`src/decode_pkg.sv`:
```
// Decode package with widths, opcode values, operation and select enums, micro-op struct
package decode_pkg;

    localparam int XLEN       = 32;
    localparam int REG_ADDR_W = 5;
    localparam int NUM_REGS   = 32;

    // Major opcodes, instr[6:0]
    localparam logic [6:0] OPC_LOAD   = 7'b0000011;
    localparam logic [6:0] OPC_OP_IMM = 7'b0010011;
    localparam logic [6:0] OPC_AUIPC  = 7'b0010111;
    localparam logic [6:0] OPC_STORE  = 7'b0100011;
    localparam logic [6:0] OPC_OP     = 7'b0110011;
    localparam logic [6:0] OPC_LUI    = 7'b0110111;
    localparam logic [6:0] OPC_BRANCH = 7'b1100011;
    localparam logic [6:0] OPC_JALR   = 7'b1100111;
    localparam logic [6:0] OPC_JAL    = 7'b1101111;

    localparam logic [6:0] F7_BASE = 7'b0000000; // Plain ALU and shift funct7
    localparam logic [6:0] F7_ALT  = 7'b0100000; // SUB, SRA and SRAI

    // Register and immediate forms share one op and differ in opd_sel
    typedef enum logic [4:0] {
        OP_NOP,
        OP_ADD,
        OP_SUB,
        OP_SLL,
        OP_SLT,
        OP_SLTU,
        OP_XOR,
        OP_SRL,
        OP_SRA,
        OP_OR,
        OP_AND,
        OP_LB,
        OP_LH,
        OP_LW,
        OP_LBU,
        OP_LHU,
        OP_SB,
        OP_SH,
        OP_SW,
        OP_BEQ,
        OP_BNE,
        OP_BLT,
        OP_BGE,
        OP_BLTU,
        OP_BGEU,
        OP_JAL,
        OP_JALR,
        OP_LUI,
        OP_AUIPC
    } op_e;

    typedef enum logic [1:0] {
        OPD_REG    = 2'b00, // rs1, rs2
        OPD_IMM    = 2'b01, // rs1, imm
        OPD_PC     = 2'b10, // pc, rs2
        OPD_PC_IMM = 2'b11  // pc, imm
    } opd_sel_e;

    // Code 2'b11 is unused and acts as FWD_NONE
    typedef enum logic [1:0] {
        FWD_NONE      = 2'b00,
        FWD_EXECUTE   = 2'b01,
        FWD_WRITEBACK = 2'b10
    } fwd_sel_e;

    typedef struct packed {
        op_e      op;
        opd_sel_e opd_sel;
        logic     rd_write;
        logic     mem_read;
        logic     mem_write;
    } micro_op_t;

    localparam micro_op_t NOP_UOP = '{
        op:        OP_NOP,
        opd_sel:   OPD_REG,
        rd_write:  1'b0,
        mem_read:  1'b0,
        mem_write: 1'b0
    };

endpackage

```
`src/reg_read_if.sv`:
```
// Register read port bundle between the register file and the operand unit
`timescale 1ns/1ps

interface reg_read_if;

    logic [decode_pkg::REG_ADDR_W-1:0] rs1_addr;
    logic [decode_pkg::REG_ADDR_W-1:0] rs2_addr;
    logic [decode_pkg::XLEN-1:0]       rs1_data;
    logic [decode_pkg::XLEN-1:0]       rs2_data;

    modport provider (
        input  rs1_addr, rs2_addr,
        output rs1_data, rs2_data
    );

    modport consumer (
        input rs1_data, rs2_data
    );

endinterface

```
`src/instr_decoder.sv`:
```
// RV32I instruction decoder producing the micro-op and the sign-extended immediate
`timescale 1ns/1ps

module instr_decoder import decode_pkg::*; (
    input  logic [XLEN-1:0] instr_i,
    output micro_op_t       uop_o,
    output logic [XLEN-1:0] imm_o
);

    typedef enum logic [2:0] {FMT_I, FMT_S, FMT_B, FMT_J, FMT_U} imm_fmt_e;

    logic [6:0]  opcode;
    logic [16:0] key;      // funct7, funct3, opcode
    op_e         op;
    imm_fmt_e    fmt;
    opd_sel_e    opd_sel;
    logic        rd_write;
    logic        mem_read;
    logic        mem_write;

    assign opcode = instr_i[6:0];
    assign key    = {instr_i[31:25], instr_i[14:12], opcode};

    // Most specific patterns first
    always_comb begin
        casez (key)
            {F7_BASE, 3'b000, OPC_OP}:        op = OP_ADD;
            {F7_ALT,  3'b000, OPC_OP}:        op = OP_SUB;
            {F7_BASE, 3'b001, OPC_OP}:        op = OP_SLL;
            {F7_BASE, 3'b010, OPC_OP}:        op = OP_SLT;
            {F7_BASE, 3'b011, OPC_OP}:        op = OP_SLTU;
            {F7_BASE, 3'b100, OPC_OP}:        op = OP_XOR;
            {F7_BASE, 3'b101, OPC_OP}:        op = OP_SRL;
            {F7_ALT,  3'b101, OPC_OP}:        op = OP_SRA;
            {F7_BASE, 3'b110, OPC_OP}:        op = OP_OR;
            {F7_BASE, 3'b111, OPC_OP}:        op = OP_AND;
            {F7_BASE, 3'b001, OPC_OP_IMM}:    op = OP_SLL;  // SLLI
            {F7_BASE, 3'b101, OPC_OP_IMM}:    op = OP_SRL;  // SRLI
            {F7_ALT,  3'b101, OPC_OP_IMM}:    op = OP_SRA;  // SRAI
            {7'b???????, 3'b000, OPC_OP_IMM}: op = OP_ADD;
            {7'b???????, 3'b010, OPC_OP_IMM}: op = OP_SLT;
            {7'b???????, 3'b011, OPC_OP_IMM}: op = OP_SLTU;
            {7'b???????, 3'b100, OPC_OP_IMM}: op = OP_XOR;
            {7'b???????, 3'b110, OPC_OP_IMM}: op = OP_OR;
            {7'b???????, 3'b111, OPC_OP_IMM}: op = OP_AND;
            {7'b???????, 3'b000, OPC_LOAD}:   op = OP_LB;
            {7'b???????, 3'b001, OPC_LOAD}:   op = OP_LH;
            {7'b???????, 3'b010, OPC_LOAD}:   op = OP_LW;
            {7'b???????, 3'b100, OPC_LOAD}:   op = OP_LBU;
            {7'b???????, 3'b101, OPC_LOAD}:   op = OP_LHU;
            {7'b???????, 3'b000, OPC_STORE}:  op = OP_SB;
            {7'b???????, 3'b001, OPC_STORE}:  op = OP_SH;
            {7'b???????, 3'b010, OPC_STORE}:  op = OP_SW;
            {7'b???????, 3'b000, OPC_BRANCH}: op = OP_BEQ;
            {7'b???????, 3'b001, OPC_BRANCH}: op = OP_BNE;
            {7'b???????, 3'b100, OPC_BRANCH}: op = OP_BLT;
            {7'b???????, 3'b101, OPC_BRANCH}: op = OP_BGE;
            {7'b???????, 3'b110, OPC_BRANCH}: op = OP_BLTU;
            {7'b???????, 3'b111, OPC_BRANCH}: op = OP_BGEU;
            {7'b???????, 3'b000, OPC_JALR}:   op = OP_JALR;
            {7'b???????, 3'b???, OPC_JAL}:    op = OP_JAL;
            {7'b???????, 3'b???, OPC_LUI}:    op = OP_LUI;
            {7'b???????, 3'b???, OPC_AUIPC}:  op = OP_AUIPC;
            default:                          op = OP_NOP; // Unknown word
        endcase
    end

    // Format, operand source and side flags follow the opcode
    always_comb begin
        fmt       = FMT_I;
        opd_sel   = OPD_IMM;
        rd_write  = 1'b1;
        mem_read  = 1'b0;
        mem_write = 1'b0;
        case (opcode)
            OPC_OP:     opd_sel = OPD_REG;
            OPC_LOAD:   mem_read = 1'b1;
            OPC_STORE: begin
                fmt       = FMT_S;
                rd_write  = 1'b0;
                mem_write = 1'b1;
            end
            OPC_BRANCH: begin
                fmt      = FMT_B;
                opd_sel  = OPD_PC_IMM; // Target is pc + imm
                rd_write = 1'b0;
            end
            OPC_JAL: begin
                fmt     = FMT_J;
                opd_sel = OPD_PC_IMM;
            end
            OPC_LUI:    fmt = FMT_U;
            OPC_AUIPC: begin
                fmt     = FMT_U;
                opd_sel = OPD_PC_IMM;
            end
            default: ;  // OP_IMM, JALR and unknown keep I format
        endcase
    end

    always_comb begin
        case (fmt)
            FMT_S:   imm_o = {{(XLEN-12){instr_i[31]}}, instr_i[31:25], instr_i[11:7]};
            FMT_B:   imm_o = {{(XLEN-12){instr_i[31]}}, instr_i[7], instr_i[30:25],
                              instr_i[11:8], 1'b0};
            FMT_J:   imm_o = {{(XLEN-20){instr_i[31]}}, instr_i[19:12], instr_i[20],
                              instr_i[30:21], 1'b0};
            FMT_U:   imm_o = {instr_i[31:12], 12'b0};
            default: imm_o = {{(XLEN-12){instr_i[31]}}, instr_i[31:20]};
        endcase
    end

    assign uop_o = (op == OP_NOP) ? NOP_UOP :
                   '{op: op, opd_sel: opd_sel, rd_write: rd_write,
                     mem_read: mem_read, mem_write: mem_write};

endmodule

```
`src/register_file.sv`:
```
// 32-entry integer register file, two combinational reads and one write port
`timescale 1ns/1ps

module register_file import decode_pkg::*; (
    input  logic                  clk_i,
    input  logic                  rst_i,
    input  logic [REG_ADDR_W-1:0] wb_addr_i,
    input  logic [XLEN-1:0]       wb_data_i,
    input  logic                  wb_write_i,
    reg_read_if.provider          rd
);

    logic [XLEN-1:0] regs [1:NUM_REGS-1]; // x0 has no storage

    always_ff @(posedge clk_i) begin
        if (rst_i) begin
            for (int i = 1; i < NUM_REGS; i++) begin
                regs[i] <= '0;
            end
        end else if (wb_write_i && (wb_addr_i != '0)) begin
            regs[wb_addr_i] <= wb_data_i;
        end
    end

    // A read during a same-cycle write returns the old value
    always_comb begin
        if (rd.rs1_addr == '0) begin
            rd.rs1_data = '0;
        end else begin
            rd.rs1_data = regs[rd.rs1_addr];
        end
        if (rd.rs2_addr == '0) begin
            rd.rs2_data = '0;
        end else begin
            rd.rs2_data = regs[rd.rs2_addr];
        end
    end

endmodule

```
`src/operand_forward.sv`:
```
// Operand forwarding, branch compare flags and PC or immediate operand selection
`timescale 1ns/1ps

module operand_forward import decode_pkg::*; (
    reg_read_if.consumer    rd,
    input  fwd_sel_e        fwd_sel1_i,
    input  fwd_sel_e        fwd_sel2_i,
    input  logic [XLEN-1:0] ex_fwd_data_i,
    input  logic [XLEN-1:0] wb_data_i,
    input  opd_sel_e        opd_sel_i,
    input  logic [XLEN-1:1] pc_i,
    input  logic [XLEN-1:0] imm_i,
    output logic [XLEN-1:0] op1_o,
    output logic [XLEN-1:0] op2_o,
    output logic [2:0]      cmp_o
);

    logic [XLEN-1:0] src1;
    logic [XLEN-1:0] src2;
    logic            use_pc;
    logic            use_imm;

    function automatic logic [XLEN-1:0] fwd_mux(
        input fwd_sel_e        sel,
        input logic [XLEN-1:0] reg_val,
        input logic [XLEN-1:0] ex_val,
        input logic [XLEN-1:0] wb_val
    );
        case (sel)
            FWD_EXECUTE:   fwd_mux = ex_val;
            FWD_WRITEBACK: fwd_mux = wb_val;
            default:       fwd_mux = reg_val; // FWD_NONE and spare code
        endcase
    endfunction

    assign src1 = fwd_mux(fwd_sel1_i, rd.rs1_data, ex_fwd_data_i, wb_data_i);
    assign src2 = fwd_mux(fwd_sel2_i, rd.rs2_data, ex_fwd_data_i, wb_data_i);

    // Flags use the register values before PC or imm replace them
    assign cmp_o = {$signed(src1) < $signed(src2), src1 < src2, src1 == src2};

    assign use_pc  = (opd_sel_i == OPD_PC)  || (opd_sel_i == OPD_PC_IMM);
    assign use_imm = (opd_sel_i == OPD_IMM) || (opd_sel_i == OPD_PC_IMM);

    assign op1_o = use_pc  ? {pc_i, 1'b0} : src1;
    assign op2_o = use_imm ? imm_i        : src2;

endmodule

```
`src/decode_stage.sv`:
```
// Decode and register-read stage top level with the ID/EX pipeline register
`timescale 1ns/1ps

module decode_stage import decode_pkg::*; (
    input  logic                  clk_i,
    input  logic                  rst_i,

    // From fetch
    input  logic [XLEN-1:0]       instr_i,
    input  logic [XLEN-1:1]       pc_i,
    input  logic [XLEN-1:1]       pc_next_i,     // Link value for JAL and JALR

    // Forwarded results
    input  logic [XLEN-1:0]       ex_fwd_data_i,
    input  logic [REG_ADDR_W-1:0] wb_addr_i,
    input  logic [XLEN-1:0]       wb_data_i,
    input  logic                  wb_write_i,

    // Hazard unit
    input  logic                  stall_i,
    input  logic                  flush_i,
    input  fwd_sel_e              fwd_sel1_i,
    input  fwd_sel_e              fwd_sel2_i,
    output logic [REG_ADDR_W-1:0] rs1_addr_o,
    output logic [REG_ADDR_W-1:0] rs2_addr_o,

    // To execute
    output micro_op_t             ex_uop_o,
    output logic [XLEN-1:0]       ex_op1_o,
    output logic [XLEN-1:0]       ex_op2_o,
    output logic [2:0]            ex_cmp_o,      // {lt, ltu, eq}
    output logic [XLEN-1:1]       ex_pc_next_o,
    output logic [REG_ADDR_W-1:0] ex_rd_addr_o
);

    micro_op_t       uop;
    logic [XLEN-1:0] imm;
    logic [XLEN-1:0] op1;
    logic [XLEN-1:0] op2;
    logic [2:0]      cmp;

    reg_read_if rr ();

    assign rr.rs1_addr = instr_i[19:15];
    assign rr.rs2_addr = instr_i[24:20];
    assign rs1_addr_o  = rr.rs1_addr;
    assign rs2_addr_o  = rr.rs2_addr;

    instr_decoder i_decoder (
        .instr_i (instr_i),
        .uop_o   (uop),
        .imm_o   (imm)
    );

    register_file i_regfile (
        .clk_i      (clk_i),
        .rst_i      (rst_i),
        .wb_addr_i  (wb_addr_i),
        .wb_data_i  (wb_data_i),
        .wb_write_i (wb_write_i),
        .rd         (rr.provider)
    );

    operand_forward i_operands (
        .rd            (rr.consumer),
        .fwd_sel1_i    (fwd_sel1_i),
        .fwd_sel2_i    (fwd_sel2_i),
        .ex_fwd_data_i (ex_fwd_data_i),
        .wb_data_i     (wb_data_i),
        .opd_sel_i     (uop.opd_sel),
        .pc_i          (pc_i),
        .imm_i         (imm),
        .op1_o         (op1),
        .op2_o         (op2),
        .cmp_o         (cmp)
    );

    // Control part where stall wins over flush
    always_ff @(posedge clk_i) begin
        if (rst_i) begin
            ex_uop_o <= NOP_UOP;
            ex_cmp_o <= '0;
        end else if (!stall_i) begin
            ex_uop_o <= flush_i ? NOP_UOP : uop; // Bubble on flush
            ex_cmp_o <= cmp;
        end
    end

    // Payload part
    always_ff @(posedge clk_i) begin
        if (!stall_i) begin
            ex_op1_o     <= op1;
            ex_op2_o     <= op2;
            ex_pc_next_o <= pc_next_i;
            ex_rd_addr_o <= instr_i[11:7];
        end
    end

endmodule

```
`config.mk`:
```
export PLATFORM = sky130hd
export DESIGN_NAME = decode_stage
export DESIGN_NICKNAME = d
export VERILOG_FILES = /design/src/decode_pkg.sv /design/src/reg_read_if.sv /design/src/instr_decoder.sv /design/src/register_file.sv /design/src/operand_forward.sv /design/src/decode_stage.sv
export SDC_FILE = /design/constraint.sdc
export NUM_CORES = 2
export LEC_CHECK = 0
export BUFFER_PORTS_ARGS = -buffer_cell sky130_fd_sc_hd__buf_2
export CORE_AREA = 2 2 377 473
export CTS_CLUSTER_SIZE = 8
export DETAILED_ROUTE_END_ITERATION = 16
export DIE_AREA = 0 0 379 475
export HOLD_SLACK_MARGIN = 0.02
export PLACE_DENSITY_LB_ADDON = 0.08
export SLEW_MARGIN = 40
export SYNTH_ARGS = -nofsm -noshare
export SYNTH_HDL_FRONTEND = slang
export SYNTH_SLANG_ARGS = --single-unit
```
`constraint.sdc`:
```
create_clock -name clk_i -period 4.35 [get_ports clk_i]
set_clock_uncertainty 0.05 [all_clocks]
set_input_delay 0.87 -clock clk_i [delete_from_list [all_inputs] [get_ports clk_i]]
set_output_delay 0.87 -clock clk_i [all_outputs]
set_load 0.01 [all_outputs]
```
==> results.json <==
{
  "ys_warn_count": 0,
  "grt_pass1_vias": 43793,
  "synthTopCellsByArea": "edfxtp_1, mux4_2, and2_1",
  "htreeDepth": 4,
  "io_pins": 295,
  "async_reset_ff_share_pct": 0,
  "die_w_um": 379,
  "clk_path_buf_depth": 3,
  "grt_use_met2_pct": 48.4,
  "yosys.area.top_type": "edfxtp_1",
  "ys_seq_area_share_pct": 55.7,
  "synthToLayoutAreaGrowth_pct": 22.1,
  "fin_crit_ns": 4.25,
  "antenna_found_initial": 27,
  "grt_overflow": 0,
  "clk_pin_slew_ns": 0.06,
  "drtIter0Drc": 5137,
  "ir_worst_vdd_uv": 431,
  "syn-instance-count": 4303,
  "crit_required_ns": 5.05,
  "synth_area_mm2": 0.0611,
  "grt_max_degree": 71,
  "die_area_mm2": 0.180,
  "cts_sinks": 1137,
  "drt-pass1-iter-count": 6,
  "grt_pass1_wl_mm": 365,
  "pre_cts_slack_ns": -1.69,
  "core_mm2": 0.175,
  "netlist.area_leader.share_pct": 55.2,
  "end_kind": "register",
  "setup_viol": 0,
  "wl_per_cell_um": 36.4,
  "drive_gt1_share_pct": 33.6,
  "cts_buffers": 160,
  "fin_crit_sh_pct": 97.7,
  "routed_wirelength_mm": 268,
  "hold_viol": 0,
  "tightest_slew_ns": 0.906,
  "power.leakage_nw": 27.2,
  "utilization_pct": 42.6,
  "max_slew_margin_pct": 39.4,
  "grt.total_usage_pct": 29.6,
  "syn_avg_cell_area_um2": 14.2,
  "cpMostUsedCell": "buf_12",
  "min_path_type": "primary input to register",
  "die_y_um": 475,
  "fmax_ghz": 0.235,
  "grt_use_met1_pct": 39.7,
  "worstPathArrival_ns": 4.95,
  "tns_ns": 0,
  "insertion_delay_ns": 0.81,
  "final_antenna_net_count": 0,
  "clock_tree.root_cell": "clkbuf_16",
  "gp_congestion": 0.917,
  "ys_types": 76,
  "worst_slack_ns": 0.100,
  "cp-startpoint": "instr_i[15]",
  "ctsHoldBuffers": 0,
  "r2r-start": "i_regfile.regs[11][14]",
  "critPathKind": "primary input to register",
  "cap_viol_max_count": 0,
  "dp_hpwl_mm": 181,
  "start_util_pct": 34.9,
  "synthFlopType": "edfxtp_1",
  "status": "finished, final reports clean",
  "total_power_mw": 29.3,
  "cp_slowest_stage_delay_ns": 0.58,
  "whs_ns": 0.187,
  "busiest_layer": "met2",
  "dr_total_vias": 43433,
  "maxSlewViolCount": 0,
  "critical_path_peak_fanout": 21,
  "num-nets-final": 5174,
  "rows": 172,
  "grt_util_met3_pct": 4.42,
  "drc_errors": 0,
  "critPathLaunchType": "primary input",
  "port_buffers": 294,
  "cp_cell_sequence": "buf_8 -> buf_12 -> buf_12 -> or3_4 -> buf_4 -> nor2_2 -> buf_12 -> buf_12 -> a221oi_1 -> nor4_1 -> ha_1 -> nand4_1 -> nor4_2 -> buf_4 -> o221ai_1 -> nor4b_4 -> or4_1 -> nand3_1",
  "synth_seq_cells": 1137,
  "cpMaxStageDelayCell": "nor4_1",
  "synth_edf_count": 1124,
  "powerDensity_mw_per_mm2": 393,
  "drt-vias-per-instance": 5.90,
  "hold_start": "pc_next_i[14]",
  "cts_tree": "yes"
}
[per-layer routing]
layer  routed length (um)  vias up  part of all wire, %
met1               110000    22788                   41
met4                10500       14                  3.9
li1                     -    17947                    -
met2               127000     2207                   48
met3                19900      477                  7.4
met5                   80        -                0.030
[cell usage after synthesis (28+ instances only)]
cell      number
a211oi_1      49
a21oi_1       96
a221oi_1      92
a22o_1        30
a22oi_1      108
and2_1       999
buf_2         61
buf_4         31
clkbuf_1     337
edfxtp_1    1124
ha_1          36
mux2_2        43
mux2_4        29
mux2i_1      238
mux4_2       395
nand2_1       64
nor2_1       102
o21ai_0       51
o221ai_1      28
o22ai_1       79
or2_2         33
[where the power goes]
| part | switching (mW) | internal, mW |
|---|---|---|
| combinational | 2.74 | 2.00 |
| sequential | 0.309 | 12.7 |
| clock | 4.86 | 6.68 |
| total | 7.90 | 21.4 |
[stage by stage]
step / instance area, um2 / std cells
2_1_floorplan: 61300 / 4334
3_3_place_gp: 70000 / 7149
3_5_place_dp: 70100 / 7151
4_1_cts: 74400 / 7346
5_1_grt: 74600 / 7350
6_report: 74600 / 7361
[placed cells by master, fill, tap and decap left out, types with 10 or more instances in the layout]
cell type  synthesis  layout
buf_4             31     532
clkbuf_1         337      19
o221ai_1          28      28
nand2_1           64      64
clkbuf_16          0     164
a22o_1            30      30
a211oi_1          49      46
nor4_1            25      19
o22ai_1           79      79
nand3_1           18      18
ha_1              36      31
or2_2             33      27
edfxtp_1        1124    1124
a211o_1           23      23
nand2b_1          10      10
a221oi_1          92      89
mux2i_1          238     236
diode_2            0      13
a21oi_1           96      95
mux4_2           395     395
nor2_1           102      65
buf_12             0     101
o21ai_0           51      44
a22oi_1          108     108
nor2_4             0      32
nand4_1           10      10
buf_2             61     289
conb_1             1      32
mux2_4            29      29
dfxtp_1           13      13
and2_1           999     999
mux2_2            43      43
or3_1             12      10
[flip-flops by register name, indices dropped and copies added, names as in the netlist]
signal / count
ex_op2_o: 32
i_regfile.regs: 1024
ex_uop_o: 10
ex_rd_addr_o: 5
ex_op1_o: 32
ex_cmp_o: 3
ex_pc_next_o: 31
[area by class of cell]
cell class              instances  area [um2]
diodes                         13        32.5
clock buffers                 183        4180
clock inverters                12         146
fillers                     16022      101000
inverters                      11        43.8
multi-input cells            2730       25700
flip-flops and latches       1137       34000
well taps                    2349        2940
repair buffers                926        7530
[kinds of logic (layout without fill, tap and decap cells)]
family,Yosys count,after routing,share of synthesized area [%]
AOI/OAI and AO/OA,616,616,7.23
DFF,1137,1137,55.7
muxes,705,705,20.0
other,1,45,0.00614
adders and majority gates,36,36,0.737
and+or+nand+nor,1338,1338,13.1
xor gates and xnor gates,3,3,0.0430
buffers and inverters,467,1132,3.27
[final timing paths]
check / slack (ns) / depth (start not counted) / endpoint
setup / recovery: 0.10 / 18 / ex_cmp_o[2]
hold / removal: 0.19 / 1 / ex_pc_next_o[14]
setup reg to reg: 0.29 / 14 / ex_cmp_o[2]
hold reg to reg: 0.41 / 2 / ex_uop_o[7]
[what timing repair did]
action / CTS / global route
setup buffers: 0 / 3
gates resized for setup: 15 / 24
endpoints found under the setup margin: 2 / 2
pin swaps: 1 / 3
[worst max-delay path, delay by kind of cell]
family | cells | cell delay [ns]
AO/OA/AOI/OAI | 2 | 0.19
adder cells (fa/ha/maj) | 1 | 0.28
buffers and inverters | 7 | 1.07
AND/OR/NAND/NOR | 8 | 2.45
(Power assumes the default switching activity.)
